==> config.mk <==
export PLATFORM = sky130hd
export DESIGN_NAME = emesh_resp
export DESIGN_NICKNAME = d
export VERILOG_FILES = /design/src/hw/emesh_pkg.sv /design/src/hw/emesh_resp.sv
export SDC_FILE = /design/constraint.sdc
export NUM_CORES = 1
export LEC_CHECK = 0
export BUFFER_PORTS_ARGS = -buffer_cell sky130_fd_sc_hd__buf_4
export CORE_MARGIN = 5
export CORE_UTILIZATION = 51
export CTS_CLUSTER_DIAMETER = 120
export DETAILED_ROUTE_END_ITERATION = 7
export PLACE_DENSITY_LB_ADDON = 0.05
export SLEW_MARGIN = 25
export SYNTH_ARGS = -nofsm -noshare
export SYNTH_HDL_FRONTEND = slang
export SYNTH_SLANG_ARGS = --single-unit
==> constraint.sdc <==
create_clock -name clk1 -period 3.2 [get_ports clk1]
set_input_delay 0.16 -clock clk1 [delete_from_list [all_inputs] [get_ports clk1]]
set_output_delay 0.16 -clock clk1 [all_outputs]
set_load 0.005 [all_outputs]
==> src/hw/emesh_pkg.sv <==
package emesh_pkg;

   //####################
   // Bus widths
   //####################
   localparam int AW = 32;                 // Address and data width
   localparam int PW = 2*AW + 40;          // Mesh packet, 104 bits

   //####################
   // Packet field map
   //####################
   localparam int WRITE_POS = 0;           // Write flag
   localparam int DM_LSB    = 1;           // Datamode
   localparam int DM_W      = 2;
   localparam int CTRL_LSB  = 3;           // Ctrlmode
   localparam int CTRL_W    = 5;
   localparam int DST_LSB   = 8;           // Destination address
   localparam int DATA_LSB  = DST_LSB + AW;
   localparam int SRC_LSB   = DATA_LSB + AW;  // Source address, top of packet

   // Widths with a meaning
   typedef logic [PW-1:0]     packet_t;
   typedef logic [AW-1:0]     addr_t;     // Byte address
   typedef logic [AW-1:0]     data_t;
   typedef logic [CTRL_W-1:0] ctrl_t;
   typedef logic [3:0]        be_t;       // One bit per byte lane

   // Access size
   typedef enum logic [DM_W-1:0] {
      dm_byte   = 2'd0,
      dm_half   = 2'd1,
      dm_word   = 2'd2,
      dm_double = 2'd3                    // Stored as a word
   } datamode_e;

endpackage

==> src/hw/emesh_resp.sv <==
`timescale 1ns/100ps
module emesh_resp (
   input  logic                 clk1,
   input  logic                 rst_n,
   input  logic                 rd_valid,
   input  emesh_pkg::data_t     rd_data,
   input  emesh_pkg::addr_t     rd_ret_addr,
   input  emesh_pkg::datamode_e rd_datamode,
   input  emesh_pkg::ctrl_t     rd_ctrlmode,
   input  logic                 rd_pending,     // Read accepted this cycle
   input  logic                 wait_in,
   output logic                 access_out,
   output emesh_pkg::packet_t   packet_out,
   output logic                 wait_out
);

   // Queue storage
   emesh_pkg::data_t     q_data [2];
   emesh_pkg::addr_t     q_addr [2];
   emesh_pkg::datamode_e q_dm   [2];
   emesh_pkg::ctrl_t     q_ctrl [2];

   logic       wr_ptr_q;
   logic       rd_ptr_q;
   logic [1:0] count_q;                    // 0 to 2 entries
   logic [1:0] count_nxt;
   logic       push;
   logic       pop;
   logic       wait_q;

   assign push       = rd_valid;               // Never full here
   assign access_out = (count_q != 2'd0);
   assign pop        = access_out & ~wait_in;  // Head held while wait_in
   assign count_nxt  = count_q + {1'b0, push} - {1'b0, pop};
   assign wait_out   = wait_q;

   always_ff @(posedge clk1) begin
      if (push) begin
         q_data[wr_ptr_q] <= rd_data;
         q_addr[wr_ptr_q] <= rd_ret_addr;
         q_dm[wr_ptr_q]   <= rd_datamode;
         q_ctrl[wr_ptr_q] <= rd_ctrlmode;
      end
   end

   //####################
   // Pointers and flow control
   //####################
   always_ff @(posedge clk1) begin
      if (!rst_n) begin
         wr_ptr_q <= 1'b0;
         rd_ptr_q <= 1'b0;
         count_q  <= 2'd0;
         wait_q   <= 1'b0;
      end else begin
         wr_ptr_q <= wr_ptr_q ^ push;
         rd_ptr_q <= rd_ptr_q ^ pop;
         count_q  <= count_nxt;
         // Entries next cycle plus a read then in flight
         wait_q   <= ({1'b0, count_nxt} + {2'b00, rd_pending}) >= 3'd2;
      end
   end

   // Reply packet from head entry
   always_comb begin
      packet_out = '0;                                          // srcaddr zero
      packet_out[emesh_pkg::WRITE_POS] = 1'b1;                  // Reply is a write
      packet_out[emesh_pkg::DM_LSB +: emesh_pkg::DM_W] = q_dm[rd_ptr_q];
      packet_out[emesh_pkg::CTRL_LSB +: emesh_pkg::CTRL_W] = q_ctrl[rd_ptr_q];
      packet_out[emesh_pkg::DST_LSB +: emesh_pkg::AW] = q_addr[rd_ptr_q];
      packet_out[emesh_pkg::DATA_LSB +: emesh_pkg::AW] = q_data[rd_ptr_q];
   end

endmodule

# Word level (Yosys, flattened, before mapping)
# Memories as Yosys holds them, arrays and structs flattened. A register that Yosys moved wholly into a read port is not among the register bits.
# Index checks and enable logic that the tools add are counted.
[totals] output_inout_bits=106 ram_bits=142 input_bits=76 mem_count=4 reg_bits=5
[memory_table] name="q_addr" depth=2 width=32 read_ports=1 rd_clocked_by_memory_dff=1 wr=1 line="emesh_resp.sv:19" rtl="emesh_pkg::addr_t q_addr [2];"
[memory_table] name="q_data" depth=2 width=32 read_ports=1 rd_clocked_by_memory_dff=1 wr=1 line="emesh_resp.sv:18" rtl="emesh_pkg::data_t q_data [2];"
[memory_table] name="q_ctrl" depth=2 width=5 read_ports=1 rd_clocked_by_memory_dff=1 wr=1 line="emesh_resp.sv:21" rtl="emesh_pkg::ctrl_t q_ctrl [2];"
[memory_table] name="q_dm" depth=2 width=2 read_ports=1 rd_clocked_by_memory_dff=1 wr=1 line="emesh_resp.sv:20" rtl="emesh_pkg::datamode_e q_dm [2];"
[classes] n_bitwise=4 n_lt_le_gt_ge=1 n_addsub=3 muxes=6 n_reduce_logical=1
[ops] cell="$mux 1" n=6
[ops] cell="$add 2x1->3" n=1
[ops] cell="$ge 3x2->1 const B" n=1
[ops] cell="$add 2x1->2" n=1
[ops] cell="$reduce_bool 2->1" n=1
[ops] cell="$sub 2x1->2" n=1
[ops] cell="$xor 1x1->1" n=2
[ops] cell="$and 1x1->1" n=1
[ops] cell="$not 1->1" n=1

# Longest topological paths before layout
# Gate-level depths: netlist (run 1).
[depth] depth_word=5 depth_mapped=8 depth_no_buf=8

# Least setup slack after synthesis (run 1)
# No wires, ideal clock.
[synth_path] kind="register to register" start="register wr_ptr_q" end="memory q_addr[0][0] in the netlist's numbering (enable)" t_required_ns=2.763 period_less_slack_ns=2.485 path_slack_ns=0.715 setup_ns=0.437 n_path_buf=0 stages_incl_launch_ff=3 arrival_ns=2.048 cell_sequence="dfxtp_1 > inv_1 > ha_1"
[synth_rtl] item="start, declared" line="emesh_resp.sv:23" rtl="logic wr_ptr_q;"
[synth_rtl] item="start signal, assigned" line="emesh_resp.sv:56" rtl="wr_ptr_q <= wr_ptr_q ^ push;"
[synth_rtl] item="end, declared" line="emesh_resp.sv:19"
# Straight into the memory's write port.

==> results_dict.tcl, run 1 <==
set metrics [dict create \
    status "complete, no violations" \
    fmax_mhz 486.5 \
    drtPass1Iterations 4 \
    io_buffers 148 \
    total_power_uw 5568 \
    syn_area_um2 6000 \
    hold_viol 0 \
    period_share_pct 64.24 \
    antenna_cells 0 \
    cp.arrival_ns 1.90 \
    grt_pass1_wl_um 16600 \
    clock_sinks 148 \
    area_growth_syn_to_layout_pct 40.40 \
    worstPathRequired_ns 3.04 \
    num_rows 39 \
    yosysSeqAreaShare_pct 73.08 \
    grt_overflow 0 \
    die-area_um2 14030 \
    hpwl_um 6584 \
    drc_errors 0 \
    dp_cells 566 \
    place.gp.congestion 0.6868 \
    fin_nets 594 \
    cts_made_buffers 17 \
    setup-violations-final 0 \
    fin_skew_ns 0.008673 \
    fin_crit_ns 2.056 \
    clockBufferDepth 2 \
    crit_chain "buf_4 > mux2_4 > buf_4" \
    antenna_found_initial 0 \
    die_height_um 118.5 \
    fin_util_pct 73.45 \
    synth_top_area_share_pct 71.07 \
    cts_resized 0 \
    vdd_drop_max_mv 0.3583 \
    post-cts-setup-buffers 0 \
    clkLatencyLatePin_ns 0.40 \
    wire_per_inst_um 15.92 \
    whs_ns 0.04886 \
    fin_setup_tns_ns 0 \
    drive_above_1_share_pct 48.20 \
    p_leak_uw 0.003408 \
    p_per_area_nw_per_um2 661.1 \
    holdBufCountCts 72 \
    layout_commonest_cell "buf_4" \
    dr_total_vias 3086 \
    slowest_delay_ns 0.62 \
    via_per_inst 4.606 \
    slew_violations 0 \
    initial_utilization_pct 52.32 \
    syn-mean-instance-area_um2 21.20 \
    initialDrtViolationCount 148 \
    start_kind "register" \
    grt_pass1_vias 3305 \
    wirelength_um 10670 \
    maxCapViolations 0 \
    crit_type "register to output pin" \
    grt_max_degree 72 \
    slowest_stage "dfxtp_4" \
    h-tree-depth 4 \
    synthTopCellsByArea "edfxtp_1 (71%), mux2_4 (18%), buf_4 (4.1%), buf_12 (2.3%), dfxtp_1 (2.0%)" \
    worst_slew_pin_slew_ns 1.001 \
    grtUsageTotal_pct 15.16 \
    slew_headroom_pct 33.29 \
    post-synth-top-area-cell "edfxtp_1" \
    ys_ff_latch 148 \
    cts_tree "done" \
    cp_max_fo 23 \
    ys_warn_count 0 \
    end_kind "output pin" \
    clk_pin_slew_ns 0.06 \
    final_cell_mix "buf_4 (149), edfxtp_1 (142), dlygate4sd3_1 (72)" \
    final_cells 670 \
    io_pins 182 \
    synth.distinct_cells 20 \
    rsz0062_at_grt "no" \
    cp_common_cell "buf_4" \
    ant_nets 0 \
    synthCells 283 \
    die_w_um 118.5 \
    core_um2 11470 \
    cts-root-buf "clkbuf_16" \
    hp-class "input port to register" \
]
## worst max-delay path, delay by kind of cell (launching register included)
| family | cells | cell delay [ns] |
|---|---|---|
| DFF | 1 | 0.62 |
| buffers and inverters | 2 | 0.52 |
| muxes | 1 | 0.33 |
## Yosys cell counts
library cell and count:
buf_12 7, inv_1 4, a21boi_1 2, or3_1 1
xor2_1 1, mux2_4 70, dfxtp_1 6, xnor2_1 1
nor2_1 2, a21boi_0 1, and2_1 1, edfxtp_1 142
buf_4 33, buf_6 1, ha_1 4, conb_1 2
o21ai_0 1, mux2_2 1, nor2b_1 2, nand2_1 1
## power by group
part / internal [uW] / switching (uW) / total [uW]
logic: 699 / 407 / 1110
clock network: 1380 / 725 / 2100
registers: 2280 / 77.2 / 2360
total: 4360 / 1210 / 5570
## through the flow
stage / setup WS [ns] / instance area, um^2
finish: 1.144 / 8423
global route: 1.050 / 8423
CTS: 1.103 / 8423
detailed placement: 1.453 / 7063
global placement: 1.534 / 7063
floorplan: 0.7148 / 6116
## sequential cells by signal, summed over array words and instances (netlist names), named ones only
signal / cells
count_q: 2
q_addr: 64
rd_ptr_q: 1
q_dm: 4
q_data: 64
wait_out: 1
wr_ptr_q: 1
q_ctrl: 10
## final cells by class
class                   instances  area (um^2)
multi-input cells             121         1343
clock inverters                14        210.2
inverters                       4        15.01
well taps                     143        178.9
flip-flops and latches        148         4388
clock buffers                  18        429.2
repair buffers                222         1859
fillers                       702         3044
## final timing paths
| path | from | slack, ns | cells after the start | to |
|---|---|---|---|---|
| worst max register to register | count_q[1] | 1.49 | 8 | wait_out |
| worst min register to register | rd_ptr_q | 0.50 | 2 | register |
| worst max-delay path | register | 1.14 | 3 | packet_out[19] |
| worst min-delay path | rd_pending | 0.05 | 3 | wait_out |
## layer usage
| metal | part of all wire, % | GRT usage (%) | vias up |
|---|---|---|---|
| met1 | 40 | 18.02 | 1477 |
| met3 | 7.5 | 5.635 | 8 |
| li1 | - | - | 1468 |
| met4 | 1.1 | 5.528 | 0 |
| met2 | 51 | 25.39 | 133 |
| met5 | 0 | 0 | - |
## cell families after synthesis
logic type,Yosys count,share of synthesized area [%]
compound gates,4,0.4587
xor+xnor,2,0.2920
fa+ha+maj,4,0.8342
buf+inv,45,6.903
flops,148,73.08
mux,71,17.71
other cells,2,0.1252
simple gates,7,0.6049
(Power assumes the default switching activity.)
==> run 2, diff against run 1 <==
--- a/config.mk
+++ b/config.mk
@@ -7,7 +7,7 @@
 export LEC_CHECK = 0
 export BUFFER_PORTS_ARGS = -buffer_cell sky130_fd_sc_hd__buf_4
 export CORE_MARGIN = 5
-export CORE_UTILIZATION = 51
+export CORE_UTILIZATION = 46
 export CTS_CLUSTER_DIAMETER = 120
 export DETAILED_ROUTE_END_ITERATION = 7
 export PLACE_DENSITY_LB_ADDON = 0.05
==> constraint.sdc (replaced) <==
create_clock -name clk1 -period 1.84 [get_ports clk1]
set_input_delay 0.092 -clock clk1 [delete_from_list [all_inputs] [get_ports clk1]]
set_output_delay 0.092 -clock clk1 [all_outputs]
set_load 0.005 [all_outputs]
==> run 2 against run 1 <==
  * Cell area rose by 1.4%
  * Routed wire length rose by 2.3%
  * Setup slack got worse by 0.96 ns
  * Count of clock-buffer cells in the layout fell by 1
  * Combinational power rose by 85%
  * Register-to-register slack got worse by 1.3 ns
  * Power rose by 70%
  * Global-route usage fell by 0.71 points
  * Largest cell class unchanged
==> results_dict.tcl, run 2 (synthesis gave the netlist of run 1 again) <==
set metrics [dict create \
    status "complete, no violations" \
    fin_nets 602 \
    via_per_inst 4.409 \
    grt_max_degree 41 \
    cp.arrival_ns 1.56 \
    r2r-start "count_q[0]" \
    hold_end "q_addr[1][0]" \
    hp-class "input port to register" \
    end_kind "output pin" \
    grtUsageTotal_pct 14.45 \
    initialDrtViolationCount 103 \
    maxCapViolations 0 \
    critPathTopFamily "buffers and inverters" \
    clock_sinks 148 \
    fin_skew_ns 0.006893 \
    fin_setup_tns_ns 0 \
    io_pins 182 \
    path_depth 3 \
    comb_power_share_pct 21.7 \
    crit_chain "buf_4 > mux2_4 > buf_4" \
    cts_made_buffers 17 \
    slowest_stage "dfxtp_4" \
    whs_ns 0.4067 \
    p_leak_uw 0.003441 \
    p_switching_uw 2119 \
    min-delay-start "rd_ret_addr[0]" \
    rsz0062_at_grt "no" \
    wirelength_um 10910 \
    cp_common_cell "buf_4" \
    p_per_area_nw_per_um2 1108 \
    fin_crit_ns 1.653 \
    io_buffers 148 \
    grt_overflow 0 \
    holdBufCountCts 74 \
    r2r_cells 8 \
    antenna_found_initial 0 \
    cts_resized 0 \
    start_kind "register" \
    slowest_delay_ns 0.38 \
    reg2reg_to "wait_out" \
    core_um2 12720 \
    place.gp.congestion 0.6832 \
    cts-root-buf "clkbuf_16" \
    drtPass1Iterations 4 \
    setup-violations-final 0 \
    vdd_drop_max_mv 0.5779 \
    layout_commonest_cell "buf_4" \
    clockBufferDepth 2 \
    die_w_um 124.2 \
    p_sw_share_pct 22.40 \
    dr_total_vias 3117 \
    cp_num_buf_inv 2 \
    area_growth_syn_to_layout_pct 42.31 \
    num_rows 41 \
    clkPwrFrac_pct 35.7 \
    grt_pass1_vias 3498 \
    antenna_cells 0 \
    drive_above_1_share_pct 48.41 \
    hpwl_um 6954 \
    die-area_um2 15430 \
    ant_nets 0 \
    ff2ff_setup_slack_ns 0.20 \
    period_share_pct 89.86 \
    clk_pin_slew_ns 0.06 \
    reg.largest.list "q_addr (64), q_data (64), q_ctrl (10)" \
    drc_errors 0 \
    cts_tree "done" \
    p_int_uw 7339 \
    post-cts-setup-buffers 0 \
    wire_per_inst_um 15.43 \
    cp_max_fo 15 \
    clkLatencyLatePin_ns 0.41 \
    worstPathRequired_ns 1.75 \
    grt_pass1_wl_um 17240 \
    die_height_um 124.2 \
    pwr-share-seq_pct 42.7 \
    slew_violations 0 \
    holdPathStages 2 \
    h-tree-depth 4 \
    hold_viol 0 \
    final_cell_mix "buf_4 (149), edfxtp_1 (142), dlygate4sd3_1 (75)" \
    crit_type "register to output pin" \
    initial_utilization_pct 47.16 \
    fmax_mhz 604.8 \
]
run 2: stage by stage:
| stage | std cells | setup WS (ns) | area, um^2 | total power, uW | utilization, % |
|---|---|---|---|---|---|
| floorplan | 314 | 0.1039 | 6121 | 5359 | - |
| global placement | 600 | 0.3152 | 7199 | 6029 | 56.59 |
| detailed placement | 600 | 0.1880 | 7199 | 6058 | 56.59 |
| CTS | 706 | 0.1452 | 8528 | 9588 | 67.03 |
| global route | 707 | 0.07083 | 8538 | 9904 | 67.11 |
| finish | 707 | 0.1866 | 8538 | 9459 | 67.11 |
run 2: area by class of cell:
type / instances / area [um^2]
flip-flops and latches: 148 / 4388
repair buffers: 230 / 1989
clock buffers: 17 / 425.4
multi-input cells: 121 / 1343
inverters: 4 / 15.01
fillers: 906 / 4184
well taps: 172 / 215.2
clock inverters: 15 / 162.7
run 2: worst reg2reg max path: stages, from the launching register on:
cell and delay (ns):
dfxtp_1 0.31, nor2_1 0.20, nor2_1 0.07, ha_1 0.27
inv_1 0.04, ha_1 0.18, xor2_1 0.16, xnor2_1 0.19
a21boi_0 0.10
run 2: worst max path at each step:
stage                    start        endpoint  slack (ns)
floorplan             wr_ptr_q    q_addr[0][0]        0.10
global placement    count_q[0]        wait_out        0.32
detailed placement  count_q[0]        wait_out        0.19
CTS                   register  packet_out[18]        0.15
global route        count_q[1]        wait_out        0.07
finish                register  packet_out[30]        0.19
run 2: metal layers:
layer / part of all wire [%] / GRT usage [%]
met1: 38 / 15.24
met2: 54 / 25.48
met3: 7.3 / 6.304
met4: 1.1 / 5.416
met5: 0 / 0
run 2: power groups by stage:
stage | sequential [uW] | combinational (uW) | clock (uW)
after floorplan | 4080 | 1280 | 0
after global placement | 4090 | 1940 | 0
after detailed placement | 4100 | 1950 | 0
after CTS | 4040 | 2090 | 3470
after global routing | 4060 | 2210 | 3640
final | 4030 | 2050 | 3370
