===== config.mk =====
export PLATFORM = sky130hd
export DESIGN_NAME = emesh_unpack
export DESIGN_NICKNAME = d
export VERILOG_FILES = /design/src/hw/emesh_pkg.sv /design/src/hw/emesh_unpack.sv
export SDC_FILE = /design/constraint.sdc
export NUM_CORES = 1
export LEC_CHECK = 0
export ABC_AREA = 1
export BUFFER_PORTS_ARGS = -buffer_cell sky130_fd_sc_hd__buf_2
export CORE_AREA = 2 2 83 85
export CTS_CLUSTER_SIZE = 25
export DETAILED_ROUTE_END_ITERATION = 12
export DIE_AREA = 0 0 85 87
export PLACE_DENSITY_LB_ADDON = 0.3
export SLEW_MARGIN = 25
export SYNTH_ARGS = -nofsm -noshare
export SYNTH_HDL_FRONTEND = slang
export SYNTH_SLANG_ARGS = --single-unit

===== constraint.sdc =====
create_clock -name clk1 -period 0.8 [get_ports clk1]
set_input_delay 0.16 -clock clk1 [delete_from_list [all_inputs] [get_ports clk1]]
set_output_delay 0.16 -clock clk1 [all_outputs]
set_load 0.01 [all_outputs]

===== src/hw/emesh_pkg.sv =====
package emesh_pkg;

   //####################
   // Bus widths
   //####################
   localparam int AW = 32;                 // Address and data width
   localparam int PW = 2*AW + 40;          // Mesh packet, 104 bits

   //####################
   // Packet field map
   //####################
   localparam int WRITE_POS = 0;           // Write flag
   localparam int DM_LSB    = 1;           // Datamode
   localparam int DM_W      = 2;
   localparam int CTRL_LSB  = 3;           // Ctrlmode
   localparam int CTRL_W    = 5;
   localparam int DST_LSB   = 8;           // Destination address
   localparam int DATA_LSB  = DST_LSB + AW;
   localparam int SRC_LSB   = DATA_LSB + AW;  // Source address, top of packet

   // Widths with a meaning
   typedef logic [PW-1:0]     packet_t;
   typedef logic [AW-1:0]     addr_t;     // Byte address
   typedef logic [AW-1:0]     data_t;
   typedef logic [CTRL_W-1:0] ctrl_t;
   typedef logic [3:0]        be_t;       // One bit per byte lane

   // Access size
   typedef enum logic [DM_W-1:0] {
      dm_byte   = 2'd0,
      dm_half   = 2'd1,
      dm_word   = 2'd2,
      dm_double = 2'd3                    // Stored as a word
   } datamode_e;

endpackage


===== src/hw/emesh_unpack.sv =====
`timescale 1ns/100ps
module emesh_unpack #(
   parameter int MEM_DEPTH = 256          // Words in the memory window
) (
   input  logic                 clk1,
   input  logic                 rst_n,
   input  logic                 access_in,
   input  emesh_pkg::packet_t   packet_in,
   input  logic                 wait_out,
   output logic                 wr_en,
   output logic                 rd_en,
   output emesh_pkg::addr_t     addr,
   output emesh_pkg::data_t     wr_data,
   output emesh_pkg::be_t       be,
   output emesh_pkg::addr_t     ret_addr,
   output emesh_pkg::datamode_e datamode,
   output emesh_pkg::ctrl_t     ctrlmode
);

   logic             ready_q;             // Endpoint out of reset
   logic             accept;
   logic             is_write;
   logic             in_window;
   emesh_pkg::data_t data;

   always_ff @(posedge clk1) begin
      if (!rst_n) begin
         ready_q <= 1'b0;
      end else begin
         ready_q <= 1'b1;
      end
   end

   // Field split
   assign is_write = packet_in[emesh_pkg::WRITE_POS];
   assign datamode = emesh_pkg::datamode_e'(packet_in[emesh_pkg::DM_LSB +: emesh_pkg::DM_W]);
   assign ctrlmode = packet_in[emesh_pkg::CTRL_LSB +: emesh_pkg::CTRL_W];
   assign addr     = packet_in[emesh_pkg::DST_LSB +: emesh_pkg::AW];
   assign data     = packet_in[emesh_pkg::DATA_LSB +: emesh_pkg::AW];
   assign ret_addr = packet_in[emesh_pkg::SRC_LSB +: emesh_pkg::AW];  // Reply goes here

   // Word index against window size
   assign in_window = (addr >> 2) < emesh_pkg::addr_t'(MEM_DEPTH);

   assign accept = access_in & ~wait_out & ready_q;   // Handshake edge
   assign wr_en  = accept & is_write & in_window;
   assign rd_en  = accept & ~is_write & in_window;     // Out of window dropped

   // Lane select and data replication
   always_comb begin
      case (datamode)
         emesh_pkg::dm_byte: begin
            be      = emesh_pkg::be_t'(4'b0001 << addr[1:0]);
            wr_data = {4{data[7:0]}};
         end
         emesh_pkg::dm_half: begin
            be      = addr[1] ? 4'b1100 : 4'b0011;   // Bit 0 ignored
            wr_data = {2{data[15:0]}};
         end
         default: begin                            // Word and double
            be      = 4'b1111;
            wr_data = data;
         end
      endcase
   end

endmodule


* Word level (Yosys, flattened, before mapping) *
Index checks and enable logic that the tools add are counted.

storage, ports and cells
  register bits = 1
  word-level logic and storage cells = 17
  output and inout bits = 109
  input port bits = 108

cells by class
  shifts and indexed selects = 1
  eq/ne operators = 1
  reduce and logical (&&, ||, !) cells = 1
  mux-type cells = 4
  bitwise logic cells = 8
  order comparisons = 1

operators with widths
  kind                                                         number
  one-hot mux 32 bit (2 select lines)                          1
  less-than comparator 30 x 9 -> 1 bit, second input constant  1
  one-hot mux 4 bit (2 select lines)                           1
  bitwise AND 1 bit                                            6
  2-to-1 mux 4 bit                                             1
  left shift 1 x 2 -> 4 bit, first input constant              1
  == test 2 x 1 -> 1 bit, second input constant                1
  zero test 2 bit                                              1
  inverter 1 bit                                               2
  2-to-1 mux 1 bit                                             1

* Logic depth before layout (Yosys ltp) *
Gate-level depths: netlist of the first run.

  depth in word-level cells = 5
  gate-level depth with buffers = 5
  mapped depth without buffers = 5

* Worst setup path after synthesis of the first run *
Ideal clock, no wire load.

  path kind = input to output
  start point = in packet_in[19]
  end point = out rd_en
  data arrival time = 0.791 ns
  required time = 0.640 ns
  path slack = -0.151 ns
  stages = 4
  cells stage by stage = or2_2 nor2_1 nand3_1 nor2_1

on the way
  longest elaborated chain between the ends = 2

ends and longest elaborated chain
  what                                  RTL line            RTL
  start, declared                       emesh_unpack.sv:8   input emesh_pkg::packet_t packet_in,
  less-than comparator 30 x 9 -> 1 bit  emesh_unpack.sv:43  assign in_window = (addr >> 2) < emesh_pkg::addr_t'(MEM_DEPTH);
  bitwise AND 1 bit                     emesh_unpack.sv:47  assign rd_en = accept & ~is_write & in_window;
  end, declared                         emesh_unpack.sv:11  output logic rd_en,

Every way passes these cells.

* Worst setup path after layout of the first run *
  start point = in packet_in[19]
  end point = out wr_en

on the way
  longest elaborated chain between the ends = 2

ends and longest elaborated chain
  what                                  RTL line            RTL
  less-than comparator 30 x 9 -> 1 bit  emesh_unpack.sv:43
  bitwise AND 1 bit                     emesh_unpack.sv:46  assign wr_en = accept & is_write & in_window;
  end, declared                         emesh_unpack.sv:10  output logic wr_en,

Every way passes these cells.

==> results.yml, run 1 <==
floorplanning:
  fp.coreArea_um2: 6569
  ios: 217
  num_rows: 30
  start_util: 0.1650
  dieArea_um2: 7395
  die_w_um: 85
  die_y_um: 87
cells_and_area:
  mostFrequentLayoutCell: "buf_2"
  reg_top3: "ready_q: 1 flops"
  largest_reg_flops: 1
  diodes: 0
  area_growth_pct: 58.78
  nNetsFinal: 360
  drive_above_1_share: 0.7600
  final_cell_mix: "buf_2, nand2_1, buf_6, nand2_4, nand2_2"
  fin_area_um2: 1720
  registers.top_by_ff_count: "ready_q"
drt:
  postRouteAntennaNets: 0
  vias: 1343
  routed_wl_mm: 3.831
  drt_iter0_markers: 14
  first_pass_iters: 4
  wl_per_cell_um: 11.61
  viasPerCell: 4.070
  drc_errors: 0
timing:
  grt_setup_unrepaired: "yes"
  tightest_slew_ns: 0.1914
  slew_viol_final: 0
  finalCriticalPeriod_ns: 1.094
  setup_viol: 30
  max_freq_mhz: 914.1
  period_share: 1.368
  finalHoldViolCount: 0
  worst_slack_ns: -0.2940
  holdWs_ns: 0.2644
  slew_headroom: 0.8718
setup_path:
  cp-end-kind: "output port"
  crit_family: "simple AND/OR/NAND/NOR gates"
  required_ns: 0.64
  crit_path_cell_trace: "buf_6 -> or2_4 -> nor2_4 -> nand3_2 -> nor2_2 -> buf_2"
  cp_max_fo: 2
  arrival_ns: 0.93
  path_class: "in -> out"
  max_stage_delay_ns: 0.25
  critPathLaunchType: "primary input"
  cp_num_cells: 6
  cp_slowest_cell: "or2_4"
  critical_path.startpoint: "packet_in[19]"
  cp.buffers_inverters: 2
synthesis:
  ys_seq_area_frac: 0.01848
  synth_top_family_by_area: "buffers and inverters"
  synth_seq_cells: 1
  yosys_warnings: 0
  synth_adder_area_share: 0
  syn_nets: 298
  synthXorXnorAreaFrac: 0
  syn_avg_cell_area_um2: 5.703
  synth_compound_area_frac: 0.08314
  synth.distinct_cells: 13
  yosys-mux-area-fraction: 0
  netlist_instances: 190
  syn_area_um2: 1084
  synth_simple_gate_area_frac: 0.2921
placed_design:
  placed_area_um2: 1297
  dp_slack_ns: -0.3801
  hpwl_mm: 3.134
  portBuffers: 126
  gp_congestion: 0.7204
outcome:
  outcome: "finished with violations"
  violations: "setup timing"
global_route:
  grt_max_degree: 13
  overflow: 0
  first_global_vias: 1158
  grt_first_pass_wirelength_mm: 5.395
  antenna_found_initial: 0
  grt_use_total: 0.08899
clock_network:
  clk_pin_slew_worst_paths_ns: 0
  holdBufCountCts: 0
hold_path:
  hp-start: "rst_n"
  hold_path_depth: 1
  hp-class: "in -> reg"
job:
  cap_violations: 0
power:
  power_density_nw_per_um2: 606.1
  cellLeakagePower_nw: 0.9989
  irDropWorstVdd_mv: 0.2501
## kinds of logic after synthesis
| logic type | after synthesis |
|---|---|
| buffers and inverters | 93 |
| AND/OR/NAND/NOR | 80 |
| AO/OA/AOI/OAI | 16 |
| flip-flops | 1 |
## Yosys cell counts
| cell | number | area (um2) |
|---|---|---|
| buf_4 | 79 | 593.1 |
| buf_2 | 3 | 15.01 |
| buf_6 | 1 | 11.26 |
| or2_2 | 1 | 6.260 |
| dfxtp_1 | 1 | 20.02 |
| nand3_1 | 5 | 25.02 |
| inv_1 | 10 | 37.54 |
| nor2_1 | 17 | 63.81 |
| o211ai_1 | 4 | 30.03 |
| nor2_2 | 1 | 6.260 |
| nand4_1 | 2 | 12.51 |
| nand2_1 | 54 | 202.7 |
| o21ai_0 | 12 | 60.06 |
## what timing repair did
item / CTS / global route
gates cloned: 1 / 0
setup endpoints to repair: 30 / 30
resized for setup: 75 / 37
buffers inserted: 1 / 7
pin swaps: 14 / 9
## final timing paths
| kind | endpoint | slack [ns] |
|---|---|---|
| setup / recovery | wr_en | -0.29 |
| hold / removal | ready_q$_DFF_P_ | 0.26 |
## per-layer routing
layer	wire, um	vias to the layer above	global-route usage
li1	-	634	-
met1	1190	586	0.09440
met2	2078	95	0.1776
met3	380	28	0.006635
met4	182	0	0.03896
met5	0	-	0
## layout make-up
cell class	count	area, um2
Timing Repair Buffer	143	935.9
Sequential cell	1	20.02
Tap cell	80	100.1
Multi-Input combinational cell	96	614.3
Inverter	10	50.05
Fill cell	751	4848
## stage by stage
step	total power [mW]	setup TNS, ns	utilization	cells
2_1_floorplan	0.6909	-0.1499	-	190
3_3_place_gp	0.7898	-6.946	0.1975	324
3_5_place_dp	0.7903	-6.964	0.1975	324
4_1_cts	0.9671	-4.165	0.2402	326
5_1_grt	1.130	-5.543	0.2619	330
6_report	1.043	-4.563	0.2619	330
## report_power, final
part           switching [mW]  internal, mW  leakage (nW)  total [mW]
combinational           0.483         0.505         0.990       0.988
clock                       0             0             0           0
sequential            0.00130        0.0536       0.00844      0.0549
No activity file was read; power rests on OpenSTA's default activity.
==> run 2, diff against run 1 <==
SETUP_SLACK_MARGIN = 0.4   (was default)
==> results.yml, run 2 (same netlist as run 1, synthesis figures left out) <==
outcome:
  outcome: "finished with violations"
  violations: "setup timing"
global_route:
  first_global_vias: 1444
  grt_max_degree: 19
  overflow: 0
  grt_use_total: 0.1221
  grt_first_pass_wirelength_mm: 7.231
  antenna_found_initial: 0
timing:
  slew_viol_final: 0
  max_freq_mhz: 905.9
  tns_ns: -6.941
  slew_headroom: 0.8634
  grt_setup_unrepaired: "yes"
  finalHoldViolCount: 0
  tightest_slew_ns: 0.2027
  worst_slack_ns: -0.3039
  finalCriticalPeriod_ns: 1.104
  holdWs_ns: 0.2674
  period_share: 1.380
  setup_viol: 30
cells_and_area:
  area_growth_pct: 125.8
  registers.top_by_ff_count: "ready_q"
  diodes: 0
  largest_reg_flops: 1
  multi_input_area_um2: 701.9
  drive_above_1_share: 0.8071
  regArea_um2: 20.02
  postLayoutCoreUtil: 0.3724
  fin_cells: 334
  num-fill-cells: 660
  fin_area_um2: 2446
  nNetsFinal: 364
  mostFrequentLayoutCell: "buf_6"
  reg_top3: "ready_q: 1 flops"
  final_cell_mix: "buf_6, buf_2, nand2_1, nand2_4"
drt:
  drc_errors: 0
  routed_wl_mm: 4.851
  vias: 1366
  wl_per_cell_um: 14.52
  first_pass_iters: 3
  postRouteAntennaNets: 0
  viasPerCell: 4.090
  drt_iter0_markers: 5
job:
  cap_violations: 0
floorplanning:
  die_w_um: 85
  ios: 217
  num_rows: 30
  start_util: 0.1650
  dieArea_um2: 7395
  die_y_um: 87
  fp.coreArea_um2: 6569
setup_path:
  arrival_ns: 0.94
  cp-end-kind: "output port"
  cp_slowest_cell: "buf_2"
  critPathLaunchType: "primary input"
  crit_path_cell_trace: "buf_12 -> buf_12 -> inv_16 -> nand2_4 -> buf_12 -> o211ai_1 -> buf_2"
  crit_top_cell: "buf_12"
  cp_max_fo: 4
  required_ns: 0.64
  path_class: "in -> out"
  critical_path.startpoint: "packet_in[2]"
  max_stage_delay_ns: 0.16
power:
  irDropWorstVdd_mv: 0.2627
  sw_frac_of_total: 0.3926
  cellLeakagePower_nw: 1.261
  intPower_mw: 0.9008
  pwr-share-comb: 0.963
  power_density_nw_per_um2: 606.3
  p_clk_frac: 0
  seqPwrFrac: 0.037
  power_switching_mw: 0.5821
hold_path:
  min_to: "ready_q$_DFF_P_"
  hp-class: "in -> reg"
  hp-start: "rst_n"
  hold_path_depth: 1
placed_design:
  portBuffers: 126
  placedCellCount: 329
  placed_area_um2: 1642
  hpwl_mm: 3.945
  gp_congestion: 0.7316
clock_network:
  clk_pin_slew_worst_paths_ns: 0
[run 2: routing by layer]
metal	routed length, um	share of wire	global-route usage	up-vias
met1	1590	0.33	0.1317	602
met2	2661	0.55	0.2408	106
met4	72	0.015	0.02020	0
li1	-	-	-	642
met3	527	0.11	0.03128	16
met5	0	0	0	-
[run 2: per-stage QoR]
stage / setup slack (ns) / power, mW
after CTS: -0.3242 / 1.461
after global placement: -0.3598 / 1.012
final: -0.3039 / 1.483
after global routing: -0.3443 / 1.583
after detailed placement: -0.3598 / 1.016
after floorplan: -0.08663 / 0.9613
[run 2: cell type report]
class / count / share of cell area
inverter: 10 / 0.02711
sequential: 1 / 0.008184
tap: 80 / 0.04092
timing repair buffer: 147 / 0.6368
multi-input combinational: 96 / 0.2870
[run 2: critical path, delay by kind of cell]
family	cells	cell delay [ns]
AOI/OAI and AO/OA	1	0.15
buffers and inverters	5	0.57
and+or+nand+nor	1	0.06
[run 2: worst max-delay path by stage]
stage	to	slack [ns]
4_1_cts	wr_en	-0.32
6_report	wr_data[28]	-0.30
3_3_place_gp	wr_en	-0.36
2_1_floorplan	rd_en	-0.09
3_5_place_dp	wr_en	-0.36
5_1_grt	rd_en	-0.34
[run 2: what timing repair did]
action                     CTS  global route
pin swaps                    9            13
setup endpoints to repair   64            64
cloned                       1             0
buffers inserted             2             2
hold buffers                 0             0
gates resized for setup    141            16
[run 2: power groups by stage]
| stage | logic [mW] | clock network (mW) | registers (mW) |
|---|---|---|---|
| 2_1_floorplan | 0.907 | 0 | 0.0546 |
| 3_3_place_gp | 0.957 | 0 | 0.0548 |
| 3_5_place_dp | 0.961 | 0 | 0.0551 |
| 4_1_cts | 1.41 | 0 | 0.0549 |
| 5_1_grt | 1.53 | 0 | 0.0552 |
| 6_report | 1.43 | 0 | 0.0549 |
==> run 3, diff against run 2 <==
SKIP_LAST_GASP = 1   (was default)
==> results.yml, run 3 (same netlist as run 1, synthesis figures left out) <==
outcome:
  outcome: "finished with violations"
  violations: "setup timing"
drt:
  first_pass_iters: 2
  viasPerCell: 4.075
  routed_wl_mm: 4.831
  drc_errors: 0
  postRouteAntennaNets: 0
  vias: 1361
  drt_iter0_markers: 6
  wl_per_cell_um: 14.46
setup_path:
  cp_slowest_cell: "o211ai_1"
  cp_max_fo: 4
  cp-end-kind: "output port"
  max_stage_delay_ns: 0.16
  arrival_ns: 0.94
  required_ns: 0.64
  critPathLaunchType: "primary input"
  path_class: "in -> out"
  crit_path_cell_trace: "buf_12 -> buf_12 -> inv_16 -> nand2_8 -> buf_12 -> o211ai_1 -> buf_2"
  crit_top_cell: "buf_12"
cells_and_area:
  nNetsFinal: 364
  fin_area_um2: 2447
  reg_top3: "ready_q: 1 flops"
  diodes: 0
  drive_above_1_share: 0.8071
  registers.top_by_ff_count: "ready_q"
  final_cell_mix: "buf_6, buf_2, nand2_1, nand2_4, nand2_2"
  largest_reg_flops: 1
  fin_cells: 334
  multi_input_area_um2: 710.7
  postLayoutCoreUtil: 0.3726
  num-fill-cells: 655
  regArea_um2: 20.02
  mostFrequentLayoutCell: "buf_6"
  area_growth_pct: 125.9
timing:
  slew_headroom: 0.8635
  finalHoldViolCount: 0
  finalCriticalPeriod_ns: 1.097
  holdWs_ns: 0.2674
  worst_slack_ns: -0.2966
  slew_viol_final: 0
  max_freq_mhz: 911.9
  grt_setup_unrepaired: "yes"
  tightest_slew_ns: 0.2026
  tns_ns: -7.055
  setup_viol: 30
  period_share: 1.371
global_route:
  grt_use_total: 0.1221
  grt_max_degree: 19
  grt_first_pass_wirelength_mm: 7.231
  antenna_found_initial: 0
  overflow: 0
  first_global_vias: 1444
power:
  irDropWorstVdd_mv: 0.2658
  power_density_nw_per_um2: 608.0
  cellLeakagePower_nw: 1.255
  finalPower_mw: 1.488
placed_design:
  hpwl_mm: 3.945
  placed_area_um2: 1642
  portBuffers: 126
  dp_slack_ns: -0.3598
  placedCellCount: 329
  gp_congestion: 0.7316
floorplanning:
  fp.coreArea_um2: 6569
  ios: 217
  start_util: 0.1650
  die_y_um: 87
  num_rows: 30
  dieArea_um2: 7395
  die_w_um: 85
hold_path:
  hp-class: "in -> reg"
clock_network:
  clk_pin_slew_worst_paths_ns: 0
job:
  cap_violations: 0
-- run 3: cell count changes in the layout (fill, tap and decap cells not counted) --
cell / previous run / this run
buf_6: 79 / 85
buf_8: 15 / 9
buf_12: 8 / 9
buf_2: 38 / 37
nand2_4: 16 / 15
nand2_8: 0 / 1
-- run 3: path summary, 6_finish.rpt --
check	from	to	slack, ns	cells past startpoint
worst max-delay path	packet_in[2]	wr_data[27]	-0.30	7
worst min-delay path	rst_n	ready_q$_DFF_P_	0.27	1
-- run 3: layout make-up --
class,instances,area share
well taps,80,0.04090
repair buffers,147,0.6334
multi-input cells,96,0.2904
inverters,10,0.02710
flip-flops and latches,1,0.008180
-- run 3: timing repair --
item | CTS | global route
resized for setup | 140 | 15
gates cloned | 1 | 0
buffers inserted | 2 | 2
hold buffers | 0 | 0
setup endpoints to repair | 64 | 64
pin swaps | 9 | 15
hold endpoints to repair | 0 | 0
-- run 3: where the power goes --
part           switching (mW)  internal, mW  total [mW]
combinational           0.587         0.846        1.43
sequential            0.00129        0.0536      0.0549
clock                       0             0           0
total                   0.588         0.900        1.49
-- run 3: routing by layer --
layer / up-vias / global-route usage / wire length [um]
met1: 598 / 0.1317 / 1580
met4: 0 / 0.02020 / 72
met2: 106 / 0.2408 / 2655
met3: 16 / 0.03128 / 524
met5: - / 0 / 0
li1: 641 / - / -
-- run 3: critical path: cells and delay by family --
kind	cells	cell delay, ns
buffers and inverters	5	0.57
AOI/OAI and AO/OA	1	0.16
and+or+nand+nor	1	0.05
